===== src/logic/axi_rd_pkg.sv =====
`default_nettype none

package axi_rd_pkg;

	// Data beat width in bytes, data bus is 8 times this
	localparam int BUS_BYTES = 4;

	// AXI3 style burst length field
	localparam int LEN_W = 4;
	localparam int SIZE_W = 3;

	// Largest size code the master accepts, 4 bytes per beat
	localparam logic [SIZE_W-1:0] MAX_SIZE = 3'd2;

	// Burst types, code 3 is reserved
	localparam logic [1:0] BURST_FIXED = 2'd0;
	localparam logic [1:0] BURST_INCR = 2'd1;
	localparam logic [1:0] BURST_WRAP = 2'd2;

	// Anything other than OKAY is treated as an error
	localparam logic [1:0] RESP_OKAY = 2'd0;

endpackage

`default_nettype wire


===== src/logic/rd_cmd_if.sv =====
`default_nettype none

interface rd_cmd_if #(
	parameter int ADDR_W = 32,
	parameter int ID_W = 4
);

	// One cycle pulse, the fields below hold until the next pulse
	logic valid;
	logic [ADDR_W-1:0] addr;
	logic [ID_W-1:0] id;
	logic [axi_rd_pkg::LEN_W-1:0] len;
	logic [axi_rd_pkg::SIZE_W-1:0] size;
	logic [1:0] burst;

	// Wrap block size in bytes minus one
	logic [ADDR_W-1:0] wrap_mask;

	modport source (
		output valid, addr, id, len, size, burst, wrap_mask
	);

	modport exec (
		input valid, addr, id, len, size, burst
	);

	modport store (
		input valid, addr, size, burst, wrap_mask
	);

endinterface

`default_nettype wire


===== src/logic/rd_channel_execute.sv =====
`default_nettype none

module rd_channel_execute #(
	parameter int ADDR_W = 32,
	parameter int ID_W = 4
) (
	input wire logic clk,
	input wire logic resetn,
	rd_cmd_if.exec cmd,
	output logic arvalid,
	input wire logic arready,
	output logic [ADDR_W-1:0] araddr,
	output logic [ID_W-1:0] arid,
	output logic [axi_rd_pkg::LEN_W-1:0] arlen,
	output logic [axi_rd_pkg::SIZE_W-1:0] arsize,
	output logic [1:0] arburst,
	input wire logic rvalid,
	output logic rready,
	input wire logic [8*axi_rd_pkg::BUS_BYTES-1:0] rdata,
	input wire logic [ID_W-1:0] rid,
	input wire logic [1:0] rresp,
	input wire logic rlast,
	output logic beat,
	output logic [8*axi_rd_pkg::BUS_BYTES-1:0] beat_data,
	output logic beat_last,
	output logic done,
	output logic err
);

	localparam logic [1:0] S_IDLE = 2'd0;
	localparam logic [1:0] S_ADDR = 2'd1;
	localparam logic [1:0] S_DATA = 2'd2;

	logic [1:0] state;
	logic [1:0] state_next;
	logic err_acc;
	logic beat_bad;

	// Command fields stay put for the whole transaction
	assign araddr = cmd.addr;
	assign arid = cmd.id;
	assign arlen = cmd.len;
	assign arsize = cmd.size;
	assign arburst = cmd.burst;

	assign arvalid = state == S_ADDR;
	assign rready = state == S_DATA;

	assign beat = rvalid && rready;
	assign beat_data = rdata;
	assign beat_last = rlast;

	// Bad response code or a beat that belongs to another ID
	assign beat_bad = (rresp != axi_rd_pkg::RESP_OKAY) || (rid != cmd.id);

	always_comb begin
		state_next = state;
		case (state)
			S_IDLE: begin
				if (cmd.valid) begin
					state_next = S_ADDR;
				end
			end
			S_ADDR: begin
				if (arready) begin
					state_next = S_DATA;
				end
			end
			S_DATA: begin
				if (beat && rlast) begin
					state_next = S_IDLE;
				end
			end
			default: state_next = S_IDLE;
		endcase
	end

	always_ff @(posedge clk or negedge resetn) begin
		if (!resetn) begin
			state <= S_IDLE;
			err_acc <= 1'b0;
			done <= 1'b0;
			err <= 1'b0;
		end else begin
			state <= state_next;
			done <= beat && rlast;
			err <= beat && rlast && (err_acc || beat_bad);
			if (cmd.valid) begin
				err_acc <= 1'b0;
			end else if (beat && beat_bad) begin
				err_acc <= 1'b1;
			end
		end
	end

	// Address fields hold until the slave takes them
	assert property (@(posedge clk) disable iff (!resetn)
		arvalid && !arready |=> $stable(araddr) && $stable(arid) &&
		$stable(arlen) && $stable(arsize) && $stable(arburst));

endmodule

`default_nettype wire


===== src/flat_wrapper.sv =====
// flat-port wrapper written by rule: the top's interface ports become plain ports
module rd_channel_execute_flat 
#(
	parameter int ADDR_W = 32,
	parameter int ID_W = 4
)
  (clk, resetn, arvalid, arready, araddr, arid, arlen, arsize, arburst, rvalid, rready, rdata, rid, rresp, rlast, beat, beat_data, beat_last, done, err, cmd_valid, cmd_addr, cmd_id, cmd_len, cmd_size, cmd_burst);
  rd_cmd_if #(.ADDR_W(ADDR_W), .ID_W(ID_W)) cmd_i ();
  input wire logic clk;
  input wire logic resetn;
  output logic arvalid;
  input wire logic arready;
  output logic [ADDR_W-1:0] araddr;
  output logic [ID_W-1:0] arid;
  output logic [axi_rd_pkg::LEN_W-1:0] arlen;
  output logic [axi_rd_pkg::SIZE_W-1:0] arsize;
  output logic [1:0] arburst;
  input wire logic rvalid;
  output logic rready;
  input wire logic [8*axi_rd_pkg::BUS_BYTES-1:0] rdata;
  input wire logic [ID_W-1:0] rid;
  input wire logic [1:0] rresp;
  input wire logic rlast;
  output logic beat;
  output logic [8*axi_rd_pkg::BUS_BYTES-1:0] beat_data;
  output logic beat_last;
  output logic done;
  output logic err;
  input wire logic [$bits(cmd_i.valid)-1:0] cmd_valid;
  input wire logic [$bits(cmd_i.addr)-1:0] cmd_addr;
  input wire logic [$bits(cmd_i.id)-1:0] cmd_id;
  input wire logic [$bits(cmd_i.len)-1:0] cmd_len;
  input wire logic [$bits(cmd_i.size)-1:0] cmd_size;
  input wire logic [$bits(cmd_i.burst)-1:0] cmd_burst;
  assign cmd_i.valid = cmd_valid;
  assign cmd_i.addr = cmd_addr;
  assign cmd_i.id = cmd_id;
  assign cmd_i.len = cmd_len;
  assign cmd_i.size = cmd_size;
  assign cmd_i.burst = cmd_burst;
  rd_channel_execute #(.ADDR_W(ADDR_W), .ID_W(ID_W)) u_core (.clk(clk), .resetn(resetn), .cmd(cmd_i), .arvalid(arvalid), .arready(arready), .araddr(araddr), .arid(arid), .arlen(arlen), .arsize(arsize), .arburst(arburst), .rvalid(rvalid), .rready(rready), .rdata(rdata), .rid(rid), .rresp(rresp), .rlast(rlast), .beat(beat), .beat_data(beat_data), .beat_last(beat_last), .done(done), .err(err));
endmodule

===== config.mk =====
export PLATFORM = sky130hd
export DESIGN_NAME = rd_channel_execute_flat
export DESIGN_NICKNAME = d
export VERILOG_FILES = /design/src/logic/axi_rd_pkg.sv /design/src/logic/rd_cmd_if.sv /design/src/logic/rd_channel_execute.sv /design/src/flat_wrapper.sv
export SDC_FILE = /design/constraint.sdc
export NUM_CORES = 1
export LEC_CHECK = 0
export BUFFER_PORTS_ARGS = -buffer_cell sky130_fd_sc_hd__buf_2
export CORE_AREA = 2 2 66 68
export DETAILED_ROUTE_END_ITERATION = 7
export DIE_AREA = 0 0 68 70
export PLACE_DENSITY = 0.71
export SLEW_MARGIN = 10
export SYNTH_ARGS = -nofsm -noshare
export SYNTH_HDL_FRONTEND = slang
export SYNTH_SLANG_ARGS = --single-unit

===== constraint.sdc =====
create_clock -name clk -period 1.34 [get_ports clk]
set_input_delay 0.402 -clock clk [delete_from_list [all_inputs] [get_ports clk]]
set_output_delay 0.402 -clock clk [all_outputs]
set_load 0.01 [all_outputs]

==> results of run 1 <==
-- what timing repair did --
action                                  4_1_cts  5_1_grt
resized for setup                             2        1
endpoints found under the setup margin        3        3
pin swaps                                     1        0
setup buffers                                 1        0
hold buffers                                  1        0
hold endpoints to repair                      5        0
-- critical path, stage by stage (launching register included) --
cell and delay, ps:
sky130_fd_sc_hd__dfrtp_1 410, sky130_fd_sc_hd__nor2b_4 140, sky130_fd_sc_hd__and2_4 140, sky130_fd_sc_hd__buf_6 90
-- cell type report --
class                      instances  share of cell area [%]
inverter                           1                  0.6881
clock buffer                       4                   8.257
multi-input combinational         17                   26.38
timing repair buffer              28                   29.82
tap                               52                   11.93
sequential                         5                   22.94
-- metrics by stage --
step	std cells	power, uW	hold WS [ps]	setup TNS [ps]	cell area [um2]
2_1_floorplan	101	598.3	106.4	0	857.1
3_3_place_gp	101	456.4	221.4	0	469.2
3_5_place_dp	101	461.3	223.4	0	469.2
4_1_cts	107	784.0	352.2	-96.80	539.3
5_1_grt	107	847.0	351.8	-175.5	545.5
6_report	107	790.6	353.9	-73.95	545.5
-- final timing paths --
check	end	from	slack, ps	cells after the start
hold reg to reg	u_core.state[0]	u_core.state[1]	460	1
hold / removal	u_core.err_acc	cmd_valid	350	2
setup / recovery	beat	u_core.state[0]	-70	3
max in group asynchronous	u_core.state[0]	resetn	680	2
setup reg to reg	u_core.err	u_core.state[1]	250	4
min in group asynchronous	u_core.err_acc	resetn	530	2
-- per-layer routing --
metal  up-vias  routed length [um]
li1        142                   -
met1       150                 277
met2        51                 566
met3        36                 372
met4         0                 201
met5         -                   0
-- kinds of logic (layout without fill, tap and decap cells) --
family / Yosys count / in the layout / synth area share [%]
buffers and inverters: 79 / 33 / 68.76
XOR/XNOR: 4 / 4 / 4.087
AND/OR/NAND/NOR: 8 / 8 / 7.590
flip-flops: 5 / 5 / 14.60
multiplexers: 1 / 1 / 1.168
AO/OA/AOI/OAI: 4 / 4 / 3.795
-- layout by cell type, fill, tap and decap left out --
cell and count:
sky130_fd_sc_hd__a22o_1 1, sky130_fd_sc_hd__a21oi_1 1, sky130_fd_sc_hd__and3_4 1, sky130_fd_sc_hd__nor2b_4 1
sky130_fd_sc_hd__a21boi_2 1, sky130_fd_sc_hd__clkbuf_8 3, sky130_fd_sc_hd__buf_2 23, sky130_fd_sc_hd__dfrtp_1 5
sky130_fd_sc_hd__and2b_1 1, sky130_fd_sc_hd__clkbuf_1 1, sky130_fd_sc_hd__nor3_1 1, sky130_fd_sc_hd__buf_4 2
sky130_fd_sc_hd__mux2i_1 1, sky130_fd_sc_hd__nor2_1 1, sky130_fd_sc_hd__buf_6 2, sky130_fd_sc_hd__and2_4 1
sky130_fd_sc_hd__a211oi_1 1, sky130_fd_sc_hd__dlygate4sd3_1 1, sky130_fd_sc_hd__xor2_1 4, sky130_fd_sc_hd__inv_1 1
sky130_fd_sc_hd__nor4_2 1, sky130_fd_sc_hd__nand2_1 1
-- sequential cells by signal, indices dropped and copies added, names as in the netlist --
name / flops
u_core.err_acc: 1
u_core.err: 1
u_core.state: 2
u_core.done: 1
-- power breakdown --
part	switching, uW	internal, uW	total [uW]
logic	115	172	287
registers	33.9	192	226
clock network	73.5	204	278
==> results by group, run 1 <==
Run status
  • Result of the run: finished, violations left
  • Violations in the final reports: setup timing

Timing
  • Min cycle time layout: 1408 ps
  • Max Clock Skew: 0.8800 ps
  • Unrepaired setup endpoints after global routing: true
  • Max-slew violation total from the final report: 0
  • Actual slew at the worst max-slew pin: 317.0 ps
  • Final period util: 105.0%
  • Setup-violating endpoint count in the final report: 2
  • Minimum setup slack in the final design: -67.52 ps
  • Highest attainable clock frequency: 0.7105 GHz
  • Number of endpoints with negative hold slack in the final report: 0
  • Normalized max-slew margin: between 70% and 80%

Global routing
  • Global-route track usage on met1: 2.067%
  • Wire length of the first global-routing pass: around 1900 um
  • Total track usage: under 10%
  • Antenna violations before repair: 0
  • Met2 demand-to-capacity share in global routing: 6.796%
  • Vias in the first global route: 417
  • Largest net degree at the start of global routing: 6
  • Global routing met3 resource utilization: 5.797%
  • Most utilized layer in the global route result: met4
  • Global route total overflow: 0

Synthesis
  • Distinct cells, synth: 17
  • Most common cell in the netlist: sky130_fd_sc_hd__buf_4
  • Number of standard cells after synthesis: 101
  • Commonest cells post-synth: sky130_fd_sc_hd__buf_4 (78), sky130_fd_sc_hd__dfrtp_1 (5), sky130_fd_sc_hd__xor2_1 (4)
  • Share of synthesized registers carrying an async set or reset: 100.0%
  • Fraction of post-synthesis cell area in the top cell type by area: 68.32%
  • Post-synthesis instance area: 857.1 um2
  • Top cells by area in the synthesized netlist: sky130_fd_sc_hd__buf_4 (68%), sky130_fd_sc_hd__dfrtp_1 (15%), sky130_fd_sc_hd__xor2_1 (4.1%), sky130_fd_sc_hd__nor2b_4 (1.6%), sky130_fd_sc_hd__nor4_2 (1.5%)
  • Nets in the synthesized netlist: 190
  • Sequential fraction of the synthesis area: 14.60%
  • Flop and latch count out of synthesis: 5
  • Area leader, netlist: sky130_fd_sc_hd__buf_4
  • Count of synthesis-stage warnings from yosys: 0
  • Number of enable flip-flop cells after synthesis: 0
  • Post-synthesis average cell area: around 8.5 um2
  • Synth Flop Type: sky130_fd_sc_hd__dfrtp_1

Final layout
  • Layout overhead on the synthesized area: -36.35%
  • Area used by multi-input combinational logic: 143.9 um2
  • Final net count: 145
  • Share of post-route cells with drive strength above 1: 63.64%
  • Total inserted antenna cells: 0
  • Sequential cell area: 125.1 um2
  • Utilization after layout: 13.16%
  • Number of fill cells in the layout: 474

CTS
  • Number of CTS-inserted buffers: 3
  • Cell at the root of the clock tree: sky130_fd_sc_hd__clkbuf_8
  • Max Root-Sink Buffers: 2
  • Maximum level of the CTS H-tree: 1
  • Skew-Pair Late Insertion Delay: about 220 ps
  • TritonCTS sink count: 5
  • TritonCTS clock tree: built
  • Clock-pin transition on the worst setup and hold timing paths: roughly 30 ps

Worst hold path
  • Hold crit path type: in -> reg

Routing
  • Aggregate routed wire length: 1418 um
  • Remaining antenna violation count: 0
  • Drc violations: 0
  • Via-to-Cell Ratio: 3.542
  • First-pass DRT Iterations: 2
  • Count of routing violations after the opening detailed-route iteration: 3
  • Overall via count from detail_route: 379
  • Mean routed wirelength per cell: 13.25 um

Worst setup path
  • Worst setup SP type: register
  • CP Data Required Time: 940 ps
  • Worst-path maximum fanout: 3
  • Data arrival, critical path: ~1000 ps
  • Type of destination of the critical path: primary output
  • Critical path type: reg -> out

Place
  • Global placement routability congestion: 0.6084
  • Half-perimeter wire length of the detailed placement result: approximately 1100 um
  • I/O Buffers: 25
  • DP Worst Slack: 102.7 ps

Floorplanning
  • Std-Cell Rows: 24
  • Number of placed I/O pins: about 170
  • Floorplan die height: 70 um
  • Die Width: 68 um
  • Overall die area: around 4800 um2
  • Initial Util: 20.68%
  • Std-Cell Core Area: 4144 um2

Power and ir drop
  • Peak ir drop on the vdd network: 213.2 uV
  • Static leakage power: 0.0002721 uW
  • PwrDens: 1449 nW/um2

Job
  • Total of max-cap violations: 0
Power figures use the tool's default switching activity.
==> inputs of run 2 (changes only) <==
- PLACE_DENSITY: 0.71 -> 0.74
- SLEW_MARGIN: 10 -> unset
- clock period: 1.34 -> 1.2 ns (I/O delays scaled with it)
==> run 2 against run 1 <==
  * The flow still finishes with violations (setup timing)
  * Wire length down 0.28%
  * Core utilization is 0.18 points higher
  * Setup slack worse by 87 ps
  * Sequential share of layout area decreased by 0.31 points
  * Clock power is 11% higher
  * Non-clock buffer count grew 1
  * Critical endpoint unchanged
  * Largest power group unchanged
==> results by group, run 2 (same netlist as run 1, synthesis figures left out) <==
Place
  • Half-perimeter wire length of the detailed placement result: 1115 um (-1.5%)
  • DP Worst Slack: 10.91 ps (-91.79 ps)
  • Number of placed cells counting well taps: 101 (unchanged)
  • I/O Buffers: 25 (unchanged)
  • Global placement routability congestion: 0.5428 (-11%)

CTS
  • Clock-pin transition on the worst setup and hold timing paths: 40 ps (about the same)
  • Number of CTS-inserted buffers: 3 (unchanged)
  • Cell at the root of the clock tree: sky130_fd_sc_hd__clkbuf_8
  • Maximum level of the CTS H-tree: 1 (unchanged)
  • Skew-Pair Late Insertion Delay: 220 ps (about the same)
  • TritonCTS clock tree: built
  • Max Root-Sink Buffers: 2 (unchanged)
  • TritonCTS sink count: 5 (unchanged)

Worst setup path
  • Critical path type: reg -> out
  • Worst setup SP type: register
  • CP Data Required Time: 840 ps (-100 ps)
  • Worst-path maximum fanout: 3 (unchanged)
  • Data arrival, critical path: 990 ps (-20 ps)
  • Type of destination of the critical path: primary output

Final layout
  • Layout overhead on the synthesized area: -35.47%
  • Commonest non-fill, non-tap cell in the layout: sky130_fd_sc_hd__buf_2
  • Total inserted antenna cells: 0 (unchanged)
  • Most used cells in the layout excluding fill and tap cells: sky130_fd_sc_hd__buf_2 (23), sky130_fd_sc_hd__dfrtp_1 (5), sky130_fd_sc_hd__xor2_1 (4)
  • Area used by multi-input combinational logic: 143.9 um2 (unchanged)
  • Share of post-route cells with drive strength above 1: 64.29% (+0.65 points)
  • Number of fill cells in the layout: 484 (+2.1%)
  • Max FFs per register: 2 (unchanged)
  • Final net count: 146 (+0.69%)
  • Utilization after layout: 13.35% (+0.18 points)
  • Sequential cell area: 125.1 um2 (unchanged)
  • Non-Filler Instances: 108 (+0.93%)
  • Register with the highest flop count: u_core.state

Power and ir drop
  • PwrDens: 1622 nW/um2 (+12%)
  • Static leakage power: 0.0002769 uW (+1.8%)
  • Peak ir drop on the vdd network: 256.2 uV (+20%)

Timing
  • Max-slew violation total from the final report: 0 (unchanged)
  • Actual slew at the worst max-slew pin: 317.2 ps (+0.2023 ps)
  • Normalized max-slew margin: 78.68% (about the same)
  • Setup-violating endpoint count in the final report: 4 (+2)
  • Final period util: 112.9%
  • Unrepaired setup endpoints after global routing: true
  • Max Clock Skew: 3.117 ps (+2.237 ps)
  • Final sum of negative setup slack: -420.6 ps (-346.6 ps)
  • Number of endpoints with negative hold slack in the final report: 0 (unchanged)
  • Highest attainable clock frequency: 0.7383 GHz
  • Min cycle time layout: 1354 ps
  • Post-route worst hold slack: 322.3 ps (-31.64 ps)
  • Minimum setup slack in the final design: -154.5 ps (-86.95 ps)

Routing
  • Count of routing violations after the opening detailed-route iteration: 7 (+4)
  • Drc violations: 0 (unchanged)
  • Overall via count from detail_route: 395 (+4.2%)
  • Aggregate routed wire length: 1414 um (-0.28%)
  • Remaining antenna violation count: 0 (unchanged)
  • Mean routed wirelength per cell: 13.09 um (-1.2%)
  • Via-to-Cell Ratio: 3.657 (+3.3%)
  • First-pass DRT Iterations: 4 (+2)

Run status
  • Violations in the final reports: setup timing
  • Result of the run: finished, violations left

Floorplanning
  • Number of placed I/O pins: 172 (unchanged)
  • Die Width: 68 um (unchanged)
  • Std-Cell Core Area: 4144 um2 (unchanged)
  • Std-Cell Rows: 24 (unchanged)
  • Overall die area: 4760 um2 (unchanged)
  • Floorplan die height: 70 um (unchanged)
  • Initial Util: 20.68% (unchanged)

Worst hold path
  • Hold crit path type: in -> reg

Global routing
  • Global route total overflow: 0 (unchanged)
  • Total track usage: 5.525% (+0.031 points)
  • Wire length of the first global-routing pass: 1890 um (+0.37%)
  • Antenna violations before repair: 0 (unchanged)
  • Vias in the first global route: 400 (-4.1%)
  • Largest net degree at the start of global routing: 6 (unchanged)

Job
  • Total of max-cap violations: 0 (unchanged)
[run 2: cell types whose count changed in the layout (fill, tap and decap cells not counted), sizes merged]
| cell | before | now |
|---|---|---|
| buf | 27 | 28 |
[run 2: area by class of cell]
| type | count | area share [%] |
|---|---|---|
| clock buffers | 4 | 8.145 |
| inverters | 1 | 0.6787 |
| multi-input cells | 17 | 26.02 |
| flip-flops and latches | 5 | 22.62 |
| well taps | 52 | 11.76 |
| repair buffers | 29 | 30.77 |
[run 2: repair_timing]
item / 4_1_cts / 5_1_grt
hold endpoints to repair: 5 / 0
resized for setup: 2 / 1
buffers inserted: 1 / 1
setup endpoints to repair: 3 / 3
hold buffers: 1 / 0
pin swaps: 1 / 0
[run 2: critical path, stage by stage, from the launching register on]
cell                      delay, ps
sky130_fd_sc_hd__dfrtp_1        410
sky130_fd_sc_hd__nor2b_4        130
sky130_fd_sc_hd__and2_4         140
sky130_fd_sc_hd__buf_6           90
[run 2: stage by stage]
stage	instance area, um2	power, uW
6_report	553.0	896.9
5_1_grt	553.0	969.6
4_1_cts	539.3	872.9
3_5_place_dp	469.2	514.1
3_3_place_gp	469.2	508.9
2_1_floorplan	857.1	668.1
[run 2: worst paths after layout]
path	endpoint	depth (start not counted)	startpoint	slack (ps)
min in group asynchronous	u_core.err_acc	2	resetn	490
worst max register to register	u_core.err	5	u_core.state[1]	-10
worst min register to register	u_core.state[0]	1	u_core.state[1]	450
worst min-delay path	u_core.err_acc	2	cmd_valid	320
worst max-delay path	beat	3	u_core.state[0]	-150
max in group asynchronous	u_core.state[1]	2	resetn	570
[run 2: metal layers]
| layer | share of wire (%) | routed length, um | vias to the layer above | GRT usage [%] |
|---|---|---|---|---|
| li1 | - | - | 146 | - |
| met1 | 21 | 302 | 158 | 3.048 |
| met2 | 40 | 564 | 57 | 6.688 |
| met3 | 23 | 325 | 34 | 4.509 |
| met4 | 16 | 221 | 0 | 11.11 |
| met5 | 0 | 0 | - | 0 |
[run 2: report_power, final]
part	leakage [uW]	internal, uW	switching [uW]
combinational	0.000188	204	131
sequential	0.0000666	214	38.4
clock	0.0000228	228	80.8
