`config.mk`:
```
export PLATFORM = sky130hd
export DESIGN_NAME = rd_request_decode_flat
export DESIGN_NICKNAME = d
export VERILOG_FILES = /design/src/logic/axi_rd_pkg.sv /design/src/logic/rd_cmd_if.sv /design/src/logic/rd_request_decode.sv /design/src/flat_wrapper.sv
export SDC_FILE = /design/constraint.sdc
export NUM_CORES = 1
export LEC_CHECK = 0
export BUFFER_PORTS_ARGS = -buffer_cell sky130_fd_sc_hd__buf_4
export CORE_MARGIN = 5
export CORE_UTILIZATION = 52
export DETAILED_ROUTE_END_ITERATION = 12
export PLACE_DENSITY = 0.94
export REMOVE_ABC_BUFFERS = 1
export SETUP_SLACK_MARGIN = 0.2
export SYNTH_ARGS = -nofsm -noshare
export SYNTH_HDL_FRONTEND = slang
export SYNTH_SLANG_ARGS = --single-unit
```
`constraint.sdc`:
```
create_clock -name clk -period 5.4 [get_ports clk]
set_input_delay 0.27 -clock clk [delete_from_list [all_inputs] [get_ports clk]]
set_output_delay 0.27 -clock clk [all_outputs]
set_load 0.005 [all_outputs]
```
`src/logic/axi_rd_pkg.sv`:
```
`default_nettype none

package axi_rd_pkg;

	// Data beat width in bytes, data bus is 8 times this
	localparam int BUS_BYTES = 4;

	// AXI3 style burst length field
	localparam int LEN_W = 4;
	localparam int SIZE_W = 3;

	// Largest size code the master accepts, 4 bytes per beat
	localparam logic [SIZE_W-1:0] MAX_SIZE = 3'd2;

	// Burst types, code 3 is reserved
	localparam logic [1:0] BURST_FIXED = 2'd0;
	localparam logic [1:0] BURST_INCR = 2'd1;
	localparam logic [1:0] BURST_WRAP = 2'd2;

	// Anything other than OKAY is treated as an error
	localparam logic [1:0] RESP_OKAY = 2'd0;

endpackage

`default_nettype wire

```
`src/logic/rd_cmd_if.sv`:
```
`default_nettype none

interface rd_cmd_if #(
	parameter int ADDR_W = 32,
	parameter int ID_W = 4
);

	// One cycle pulse, the fields below hold until the next pulse
	logic valid;
	logic [ADDR_W-1:0] addr;
	logic [ID_W-1:0] id;
	logic [axi_rd_pkg::LEN_W-1:0] len;
	logic [axi_rd_pkg::SIZE_W-1:0] size;
	logic [1:0] burst;

	// Wrap block size in bytes minus one
	logic [ADDR_W-1:0] wrap_mask;

	modport source (
		output valid, addr, id, len, size, burst, wrap_mask
	);

	modport exec (
		input valid, addr, id, len, size, burst
	);

	modport store (
		input valid, addr, size, burst, wrap_mask
	);

endinterface

`default_nettype wire

```
`src/logic/rd_request_decode.sv`:
```
`default_nettype none

module rd_request_decode #(
	parameter int ADDR_W = 32,
	parameter int ID_W = 4
) (
	input wire logic clk,
	input wire logic resetn,
	input wire logic req_start,
	input wire logic [ADDR_W-1:0] req_addr,
	input wire logic [ID_W-1:0] req_id,
	input wire logic [axi_rd_pkg::LEN_W-1:0] req_len,
	input wire logic [axi_rd_pkg::SIZE_W-1:0] req_size,
	input wire logic [1:0] req_burst,
	input wire logic done,
	output logic busy,
	output logic req_reject,
	rd_cmd_if.source cmd
);

	logic busy_q;
	logic size_ok;
	logic burst_ok;
	logic wrap_len_ok;
	logic legal;
	logic accept;
	logic [ADDR_W-1:0] block_bytes;

	// Busy drops together with done so a new start can be taken right away
	assign busy = busy_q && !done;

	assign size_ok = req_size <= axi_rd_pkg::MAX_SIZE;
	assign burst_ok = (req_burst == axi_rd_pkg::BURST_FIXED) ||
		(req_burst == axi_rd_pkg::BURST_INCR) ||
		(req_burst == axi_rd_pkg::BURST_WRAP);
	assign wrap_len_ok = (req_burst != axi_rd_pkg::BURST_WRAP) ||
		(req_len == 4'd1) || (req_len == 4'd3) ||
		(req_len == 4'd7) || (req_len == 4'd15);
	assign legal = size_ok && burst_ok && wrap_len_ok;
	assign accept = req_start && !busy && legal;

	// Beats in the burst times bytes per beat
	assign block_bytes = (ADDR_W'(req_len) + ADDR_W'(1)) << req_size;

	always_ff @(posedge clk or negedge resetn) begin
		if (!resetn) begin
			busy_q <= 1'b0;
			cmd.valid <= 1'b0;
			req_reject <= 1'b0;
		end else begin
			cmd.valid <= accept;
			req_reject <= req_start && !busy && !legal;
			if (accept) begin
				busy_q <= 1'b1;
			end else if (done) begin
				busy_q <= 1'b0;
			end
		end
	end

	always_ff @(posedge clk) begin
		if (accept) begin
			cmd.addr <= req_addr;
			cmd.id <= req_id;
			cmd.len <= req_len;
			cmd.size <= req_size;
			cmd.burst <= req_burst;
			cmd.wrap_mask <= block_bytes - ADDR_W'(1);
		end
	end

	// Done only ever closes a command that is still in flight
	assert property (@(posedge clk) disable iff (!resetn)
		done |-> busy_q);

endmodule

`default_nettype wire

```
`src/flat_wrapper.sv`:
```
// flat-port wrapper written by rule: the top's interface ports become plain ports
module rd_request_decode_flat 
#(
	parameter int ADDR_W = 32,
	parameter int ID_W = 4
)
  (clk, resetn, req_start, req_addr, req_id, req_len, req_size, req_burst, done, busy, req_reject, cmd_valid, cmd_addr, cmd_id, cmd_len, cmd_size, cmd_burst, cmd_wrap_mask);
  rd_cmd_if #(.ADDR_W(ADDR_W), .ID_W(ID_W)) cmd_i ();
  input wire logic clk;
  input wire logic resetn;
  input wire logic req_start;
  input wire logic [ADDR_W-1:0] req_addr;
  input wire logic [ID_W-1:0] req_id;
  input wire logic [axi_rd_pkg::LEN_W-1:0] req_len;
  input wire logic [axi_rd_pkg::SIZE_W-1:0] req_size;
  input wire logic [1:0] req_burst;
  input wire logic done;
  output logic busy;
  output logic req_reject;
  output wire logic [$bits(cmd_i.valid)-1:0] cmd_valid;
  output wire logic [$bits(cmd_i.addr)-1:0] cmd_addr;
  output wire logic [$bits(cmd_i.id)-1:0] cmd_id;
  output wire logic [$bits(cmd_i.len)-1:0] cmd_len;
  output wire logic [$bits(cmd_i.size)-1:0] cmd_size;
  output wire logic [$bits(cmd_i.burst)-1:0] cmd_burst;
  output wire logic [$bits(cmd_i.wrap_mask)-1:0] cmd_wrap_mask;
  assign cmd_valid = cmd_i.valid;
  assign cmd_addr = cmd_i.addr;
  assign cmd_id = cmd_i.id;
  assign cmd_len = cmd_i.len;
  assign cmd_size = cmd_i.size;
  assign cmd_burst = cmd_i.burst;
  assign cmd_wrap_mask = cmd_i.wrap_mask;
  rd_request_decode #(.ADDR_W(ADDR_W), .ID_W(ID_W)) u_core (.clk(clk), .resetn(resetn), .req_start(req_start), .req_addr(req_addr), .req_id(req_id), .req_len(req_len), .req_size(req_size), .req_burst(req_burst), .done(done), .busy(busy), .req_reject(req_reject), .cmd(cmd_i));
endmodule
```
==> results of run 1 <==
-- state kept, by name (all words and copies together), names as in the netlist --
name and cells:
u_core.cmd.addr 32, u_core.cmd.wrap_mask 23, u_core.cmd.id 4, u_core.cmd.len 4, u_core.cmd.size 3, u_core.cmd.burst 2
u_core.busy_q 1, u_core.cmd.valid 1, u_core.req_reject 1
-- final timing paths --
kind	start	endpoint	slack (ns)	depth (start not counted)
min	req_addr[31]	u_core.cmd.addr[31]$_DFFE_PP_	0.10	1
max in group asynchronous	resetn	u_core.cmd.valid$_DFF_PN0_	4.99	2
min reg2reg	u_core.busy_q$_DFFE_PN0P_	u_core.busy_q$_DFFE_PN0P_	0.60	2
max	req_len[0]	u_core.cmd.wrap_mask[6]$_DFFE_PP_	2.73	7
max reg2reg	u_core.busy_q$_DFFE_PN0P_	u_core.cmd.wrap_mask[6]$_DFFE_PP_	3.27	3
min in group asynchronous	resetn	u_core.busy_q$_DFFE_PN0P_	0.31	2
-- metal layers --
metal	share of wire (%)	track usage, %
met5	0	0
met2	53	40.1
met3	10	5.42
met4	1.6	7.37
met1	35	26.3
-- where the power goes --
part           leakage [nW]  switching (mW)  internal, mW
clock network        0.0764           0.191         0.165
registers             0.672         0.00619         0.628
logic                 0.984          0.0850        0.0754
-- per-stage QoR --
step / setup WS (ns) / power [mW] / std cells / instance area, um^2 / utilization, %
after global placement: 2.52 / 0.795 / 397 / 4000 / 68.7
final: 2.73 / 1.15 / 413 / 4160 / 71.6
after detailed placement: 2.40 / 0.802 / 397 / 4000 / 68.7
after CTS: 2.74 / 1.16 / 413 / 4160 / 71.6
after global routing: 2.56 / 1.19 / 413 / 4160 / 71.6
after floorplan: 2.13 / 0.719 / 193 / 2930 / -
-- cell families (layout without fill, tap and decap cells) --
kind of cell / count (synthesis) / after routing / synth area share, %
simple gates: 54 / 54 / 9.01
fa+ha+maj: 4 / 4 / 1.63
xor+xnor: 7 / 7 / 2.00
buf+inv: 26 / 152 / 5.34
mux: 6 / 6 / 2.00
compound gates: 44 / 44 / 11.1
flops: 71 / 71 / 68.9
-- critical path, stage by stage --
cell and delay (ns):
buf_4 0.16, ha_1 0.29, a21oi_1 0.07, a211o_1 0.24, a221oi_1 0.37, and3_2 0.67, buf_4 0.56
-- cell type report --
cell class	count	area share [%]
Sequential cell	71	50.9
Timing Repair Buffer	130	23.5
Multi-Input combinational cell	115	19.0
Clock buffer	12	3.25
Tap cell	75	2.25
Inverter	7	0.631
Clock inverter	3	0.511
-- cell usage in the layout, fill, tap and decap left out, drive strengths merged, types with 5 or more instances in the layout --
master and count:
and2 5, inv 7, a211oi 7, clkbuf 12
nor2 11, edfxtp 68, nand2 20, a21oi 7
mux2i 5, buf 129, o21ai 9
==> run metrics, run 1 <==
top cells by count, synth edfxtp_1, nand2_1, nor2_1; Synth Register Bits 71; Clock transition at path regs 0.08 ns; first-pass GRT wire length 12.4 mm; crit path launch type primary input; fin. max-slew vios 0; drt first pass iters 4; WP data arrival 2.64 ns; Layout area overhead 35.6%; TritonCTS Buffers 9; layout cells sized above 1 44.7%; multi-input logic area 791 um^2; number of global-route vias before repair 2,131; CP Capture Type flop; clock buffer depth 2; worst hold path type in -> reg; status finished, final reports clean; Die Ht 86.8 um; Clock Tree Root clkbuf_8; Syn Std Cell Area 0.00307 mm^2; Max Cap Violations 0; Vias/cell 5.46; RSZ-0062 raised after global routing no; grt ovf 0; VDD IR max 0.160 mV; Area contributors post-synth edfxtp_1, dfrtp_1, nand2_1; ys async rst share 4.23%; Rows 28; GRT Total Usage 22.4%; most frequent cell after synthesis edfxtp_1; Avg Inst Size Synth 14.5 um^2; I/O pin total approximately 130; Req. time, crit path 5.37 ns; WL per Instance 20.2 um; max_slew headroom 57.9%; DR DRC count 0; Port Buf Inserts 128; Worst Skew ~0.012 ns; Syn Inst Count 212; diodes inserted 0; largest fanout on the critical path 42; LEAKAGE 1.73 nW; dpl hpwl 5.76 mm; Top FF cell, synth edfxtp_1; die area 0.00754 mm^2; hold_ws a little over 0.1 ns; Post-CTS Resized 0; fillcell total 368; antenna violations before repair 0; Post-synth EDFFs 68; leading area contributor after synthesis edfxtp_1; FMAX 374 MHz; Skew-Pair Late Insertion Delay 0.34 ns; Iteration-0 DRC Markers between 150 and 200; final setup fails 0; Initial Util 52.8%; Placer Congestion 0.890; routed via count 2,254; Setup CP Type in -> reg; largest net degree at the start of global routing 43; Synth top area share 66.5%; Tcrit/Tclk final 49.5%; Setup Buffers After CTS 0; Core Area roughly 0.0058 mm^2; Worst Tran Pin Value 0.631 ns; P per Cell Area around 280 mW/mm^2; sinks on the clock net 71; hold-fix buffers at CTS 1; Netlist cell types 48; Reg area 0.00212 mm^2; synth warn 0; sequential area share after synthesis between 60% and 70%; Die X 86.8 um; Final min period between 2 and 3 ns; # nets final between 300 and 400; post-route setup TNS 0 ns; TritonCTS clock tree done; H-Tree Level Count 3; antenna violation net count after detailed routing 0; final hold vios 0; final WL between 8 and 9 mm
Power figures use the tool's default switching activity.
==> inputs of run 2 (changes only) <==
--- a/config.mk
+++ b/config.mk
@@ -7,9 +7,9 @@
 export LEC_CHECK = 0
 export BUFFER_PORTS_ARGS = -buffer_cell sky130_fd_sc_hd__buf_4
 export CORE_MARGIN = 5
-export CORE_UTILIZATION = 52
+export CORE_UTILIZATION = 48
 export DETAILED_ROUTE_END_ITERATION = 12
-export PLACE_DENSITY = 0.94
+export PLACE_DENSITY = 0.88
 export REMOVE_ABC_BUFFERS = 1
 export SETUP_SLACK_MARGIN = 0.2
 export SYNTH_ARGS = -nofsm -noshare
==> constraint.sdc (replaced) <==
create_clock -name clk -period 2.8 [get_ports clk]
set_input_delay 0.14 -clock clk [delete_from_list [all_inputs] [get_ports clk]]
set_output_delay 0.14 -clock clk [all_outputs]
set_load 0.005 [all_outputs]
==> run 2 against run 1 <==
  * Final area is 11% higher
  * Setup slack worse by 2.2 ns
  * Combinational power is 130% higher
  * Clock power is 140% higher
  * Hold slack worse by 0.094 ns
  * Critical path depth is 4 higher
  * First-iteration DRC count is 50% higher
  * Global-route usage is 1.5 points higher
  * Utilization is 1.8 points higher
  * Routed wire length is 16% higher
  * Largest cell class unchanged
  * Highest routed layer unchanged
==> run metrics, run 2 (synthesized netlist as in run 1, its figures left out) <==
P per Cell Area 528 mW/mm^2; Initial Util 48.9%; diodes inserted 0; TritonCTS Buffers 9; VDD IR max 0.304 mV; CP Capture Type flop; reg2reg setup slack about 1.4 ns; worst hold path type in -> reg; Vias/cell 5.41; Final Core Density 73.4%; Clock transition at path regs ~0.080 ns; WL per Instance 21.3 um; Tot Pwr around 2.4 mW; largest net degree at the start of global routing 53; hold_ws 0.00875 ns; DR DRC count 0; grt ovf 0; I/O pin total 129; Max Cap Violations 0; max_slew headroom roughly 65%; commonest non-fill, non-tap cell in the layout buf_4; Placer Congestion 0.877; Worst Tran Pin Value 0.529 ns; slowest CP cell ha_1; dpl hpwl 6.06 mm; delay of the slowest critical-path stage 0.38 ns; Critical R2R Launch u_core.busy_q$_DFFE_PN0P_; number of global-route vias before repair 2,522; Non-Filler Instances 455; Die Ht 90.0 um; final setup fails 0; H-Tree Level Count 3; antenna violations before repair 0; status finished, final reports clean; die area approximately 0.008 mm^2; crit path launch type primary input; antenna violation net count after detailed routing 0; Tcrit/Tclk final 81.2%; Die X 90.0 um; Clock Tree Root clkbuf_8; Layout area overhead 50.0%; critical-path cell list buf_4 -> ha_1 -> mux2i_1 -> nand2_1 -> ha_1 -> nand2_1 -> o21ai_0 -> a41o_1 -> nand3_2 -> mux2i_1 -> a211o_1; Largest Register u_core.cmd.addr; FMAX 440 MHz; TritonCTS clock tree done; hold-fix buffers at CTS 39; Setup Buffers After CTS 0; WP data arrival 2.38 ns; Req. time, crit path 2.91 ns; Setup CP Type in -> reg; final WL 9.70 mm; clock buffer depth 2; post-route setup TNS 0 ns; Post-CTS Resized 0; RSZ-0062 raised after global routing no; max FFs per register 32; LEAKAGE around 1.9 nW; first-pass GRT wire length between 10 and 15 mm; Final min period approximately 2.3 ns; drt first pass iters 4; sinks on the clock net 71; Cells after DPL 400; Hold Startpoint req_len[2]; fin. max-slew vios 0; reg-to-reg critical path endpoint u_core.cmd.wrap_mask[25]$_DFFE_PP_; Iteration-0 DRC Markers 297; Skew-Pair Late Insertion Delay roughly 0.35 ns; largest fanout on the critical path 13; Hold Crit Endpoint u_core.cmd.len[2]$_DFFE_PP_; Top Registers u_core.cmd.addr (32), u_core.cmd.wrap_mask (23); GRT Total Usage approximately a quarter; Core Area ~0.0063 mm^2; routed via count roughly 2,500; fillcell total 355; layout cells sized above 1 41.0%; most frequent cells in the layout buf_4, edfxtp_1, dlygate4sd3_1; Worst Skew 0.0107 ns; Port Buf Inserts approximately 130; # nets final around 430; R2R depth 3; Rows 29; final hold vios 0; Min-Delay Path Depth 1
## run 2: area by class of cell
class                           instances  area [um^2]  area share, %
Clock buffer                            9          124           2.69
Tap cell                               77         96.3           2.09
Inverter                                7         26.3          0.570
Clock inverter                          7         72.6           1.58
Timing Repair Buffer                  169         1380           29.9
Multi-Input combinational cell        115          791           17.2
Sequential cell                        71         2120           46.0
## run 2: worst max path at each step
stage,from,end,cells past startpoint
final,req_len[0],u_core.cmd.wrap_mask[6]$_DFFE_PP_,11
after global routing,req_len[1],u_core.cmd.wrap_mask[6]$_DFFE_PP_,12
after CTS,req_len[0],u_core.cmd.wrap_mask[6]$_DFFE_PP_,11
after detailed placement,req_len[0],u_core.cmd.wrap_mask[6]$_DFFE_PP_,11
after global placement,req_len[0],u_core.cmd.wrap_mask[6]$_DFFE_PP_,11
after floorplan,req_len[0],u_core.cmd.addr[0]$_DFFE_PP_,5
## run 2: layer usage
metal | global-route usage (%) | routed length, um | part of all wire [%]
met4 | 8.31 | 159 | 1.6
met1 | 28.5 | 3640 | 38
met5 | 0 | 0 | 0
met2 | 42.3 | 5060 | 52
met3 | 5.76 | 842 | 8.7
## run 2: worst max-delay path: cells and delay by family
kind	cells	cell delay [ns]
AOI/OAI and AO/OA	3	0.85
adders and majority gates	2	0.64
buffers and inverters	1	0.16
muxes	2	0.27
and+or+nand+nor	3	0.32
## run 2: power by group
part	total, mW	internal [mW]	switching (mW)
combinational	0.362	0.183	0.180
clock	0.844	0.413	0.430
sequential	1.22	1.21	0.0140
## run 2: metrics by stage
step / instance area [um^2] / worst slack (ns)
floorplan: 2930 / -0.335
global placement: 4020 / 0.442
detailed placement: 4020 / 0.366
CTS: 4610 / 0.718
global route: 4610 / 0.371
finish: 4610 / 0.528
==> inputs of run 3 (changes only) <==
--- a/config.mk
+++ b/config.mk
@@ -5,11 +5,12 @@
 export SDC_FILE = /design/constraint.sdc
 export NUM_CORES = 1
 export LEC_CHECK = 0
+export ABC_AREA = 1
 export BUFFER_PORTS_ARGS = -buffer_cell sky130_fd_sc_hd__buf_4
 export CORE_MARGIN = 5
-export CORE_UTILIZATION = 48
+export CORE_UTILIZATION = 43
 export DETAILED_ROUTE_END_ITERATION = 12
-export PLACE_DENSITY = 0.88
+export PLACE_DENSITY = 0.84
 export REMOVE_ABC_BUFFERS = 1
 export SETUP_SLACK_MARGIN = 0.2
 export SYNTH_ARGS = -nofsm -noshare
==> constraint.sdc (replaced) <==
create_clock -name clk -period 2.07 [get_ports clk]
set_input_delay 0.1035 -clock clk [delete_from_list [all_inputs] [get_ports clk]]
set_output_delay 0.1035 -clock clk [all_outputs]
set_load 0.005 [all_outputs]
==> run 3 against run 2 <==
  * Power increased by 46%
  * Area after synthesis decreased by 3.0%
  * Setup slack got worse by 0.059 ns
  * Clock skew decreased by 0.0041 ns
  * Combinational power increased by 30%
  * Sequential power increased by 35%
  * Clock power increased by 68%
  * Global-route usage decreased by 7.3 points
==> run metrics, run 3 <==
diodes inserted 0; met3 WL approximately 400 um; sw power 0.744 mW; Synth Area in Simple Gates between 10% and 20%; final setup fails 0; clock buffer depth 2; antenna violations before repair 0; Final min period 1.60 ns; LEAKAGE between 2 and 2.5 nW; Final Core Density 69.3%; Adder-Cell Fraction of Synth Area 1.68%; Top Registers u_core.cmd.addr (32), u_core.cmd.wrap_mask (23); H-Tree Level Count 3; Top FF cell, synth edfxtp_1; most frequent cell after synthesis edfxtp_1; Die Ht 93.2 um; most frequent cells in the layout buf_4, edfxtp_1, dlygate4sd3_1; Syn Std Cell Area 0.00298 mm^2; post-synthesis mux area share 0%; TritonCTS Buffers 9; Iteration-0 DRC Markers 64; Rows 30; Layout area overhead 57.2%; ys async rst share 4.23%; GRT Total Usage 16.6%; dpl hpwl 4.88 mm; TritonCTS clock tree done; # nets final 439; Netlist cell types 26; DR DRC count 0; final hold vios 0; Gate power share 13.2%; Synth top area share approximately 70%; top cells by count, synth edfxtp_1, nand2_1, nor2_1; reg2reg setup slack between 0.6 and 0.7 ns; antenna violation net count after detailed routing 0; VDD IR max 0.400 mV; routed via count roughly 2,200; Vias/cell between 4 and 5; Req. time, crit path 2.29 ns; WP data arrival 1.82 ns; Initial Util 44.1%; met1 wire length between 2 and 3 mm; WL per Instance 15.0 um; CP Capture Type flop; sequential area share after synthesis 71.1%; Internal approximately 2.8 mW; Area contributors post-synth edfxtp_1, nand3_2, nand2_1; Finished Cell Area 0.00468 mm^2; largest net degree at the start of global routing 56; grt ovf 0; Port Buf Inserts 128; final WL between 7 and 8 mm; Avg Inst Size Synth roughly 14 um^2; largest fanout on the critical path 7; leading area contributor after synthesis edfxtp_1; fin. max-slew vios 0; status finished, final reports clean; synth warn 0; number of global-route vias before repair 2,268; Core Area 0.00676 mm^2; Cell Area, Placed 0.00398 mm^2; XOR/XNOR Fraction of Synth Area 1.18%; fillcell total roughly 490; P per Cell Area ~760 mW/mm^2; crit path launch type primary input; Clock Tree Root clkbuf_8; layout cells sized above 1 44.8%; Setup WS post-layout 0.468 ns; Sw Share about a fifth; Tcrit/Tclk final between 70 and 80%; RSZ-0062 raised after global routing no; clock share of power between 40% and 50%; largest family of logic cells by synthesized area simple AND/OR/NAND/NOR gates; commonest non-fill, non-tap cell in the layout buf_4; Syn Inst Count 213; Post-synth EDFFs 68; Largest Register u_core.cmd.addr; Worst Tran Pin Value 0.502 ns; max FFs per register 32; Clock transition at path regs approximately 0.070 ns; Skew-Pair Late Insertion Delay between 0.3 and 0.4 ns; Setup Buffers After CTS 0; Post-CTS Resized 0; drt first pass iters 4; Max Cap Violations 0; I/O pin total 129; Placer Congestion 0.804; first-pass GRT wire length about 11 mm; Synth Register Bits between 70 and 80; max_slew headroom 66.2%; FMAX 624 MHz; highest metal used met4; sinks on the clock net 71; hold-fix buffers at CTS 44; post-synthesis compound-gate area fraction about 1.6%; met2 routed WL 3.87 mm; die area 0.00869 mm^2; pre-CTS setup slack 0.149 ns; worst hold path type in -> reg; register share of total power 46.7%; Worst Skew 0.00656 ns; Die X 93.2 um; Setup CP Type in -> reg
-- run 3: cell types whose count changed after synthesis, sizes merged, moves of 4 or more --
cell / change
a21oi: -4
o21ai: -4
nand2: +17
mux2i: -5
and2: -5
a211o: -4
nand3: +24
nor2: +13
nand4: +4
inv: +11
a211oi: -7
buf: -5
-- run 3: path summary, 6_finish.rpt --
check	startpoint	to	cells after the start
max in group asynchronous	resetn	u_core.cmd.valid$_DFF_PN0_	2
min	req_size[0]	u_core.cmd.size[0]$_DFFE_PP_	1
max	req_len[0]	u_core.cmd.wrap_mask[11]$_DFFE_PP_	12
min in group asynchronous	resetn	u_core.busy_q$_DFFE_PN0P_	2
min reg2reg	u_core.busy_q$_DFFE_PN0P_	u_core.busy_q$_DFFE_PN0P_	2
max reg2reg	u_core.busy_q$_DFFE_PN0P_	u_core.cmd.addr[10]$_DFFE_PP_	4
-- run 3: per-layer routing --
| layer | GRT usage [%] | vias to the layer above |
|---|---|---|
| met3 | 2.65 | 13 |
| li1 | - | 1081 |
| met5 | 0 | - |
| met2 | 30.6 | 87 |
| met4 | 7.81 | 0 |
| met1 | 18.7 | 996 |
-- run 3: metrics by stage --
stage | instances | setup TNS (ns) | power, mW | hold slack (ns)
2_1_floorplan | 201 | -144.70 | 1.88 | -0.192
3_3_place_gp | 411 | 0 | 2.07 | -0.107
3_5_place_dp | 411 | 0 | 2.09 | -0.106
4_1_cts | 471 | 0 | 3.58 | 0.0175
5_1_grt | 471 | 0 | 3.70 | 0.0249
6_report | 471 | 0 | 3.54 | 0.0327
-- run 3: area by class of cell --
class / instances / area [um^2] / share of cell area (%)
sequential: 71 / 2120 / 45.2
timing repair buffer: 174 / 1430 / 30.5
multi-input combinational: 111 / 703 / 15.0
clock inverter: 6 / 133 / 2.83
clock buffer: 10 / 128 / 2.73
tap: 80 / 100 / 2.14
inverter: 19 / 72.6 / 1.55
-- run 3: power groups by stage --
stage	registers [mW]	clock network, mW	logic [mW]
floorplan	1.70	0	0.186
global placement	1.68	0	0.388
detailed placement	1.68	0	0.401
CTS	1.65	1.45	0.472
global route	1.66	1.52	0.515
finish	1.65	1.42	0.469
-- run 3: critical path, cell delays in order --
cell and delay [ns]:
buf_4 0.14, ha_1 0.27, inv_1 0.04, o21ai_1 0.17
nand2_1 0.14, nand3_4 0.13, nand3_4 0.11, nor2_4 0.17
nand3_4 0.13, nor2_2 0.11, ha_1 0.23, inv_1 0.05
-- run 3: cells by family after synthesis --
| logic type | count (synthesis) |
|---|---|
| XOR/XNOR | 4 |
| adder cells (fa/ha/maj) | 4 |
| AO/OA/AOI/OAI | 9 |
| flip-flops | 71 |
| buffers and inverters | 31 |
| AND/OR/NAND/NOR | 94 |
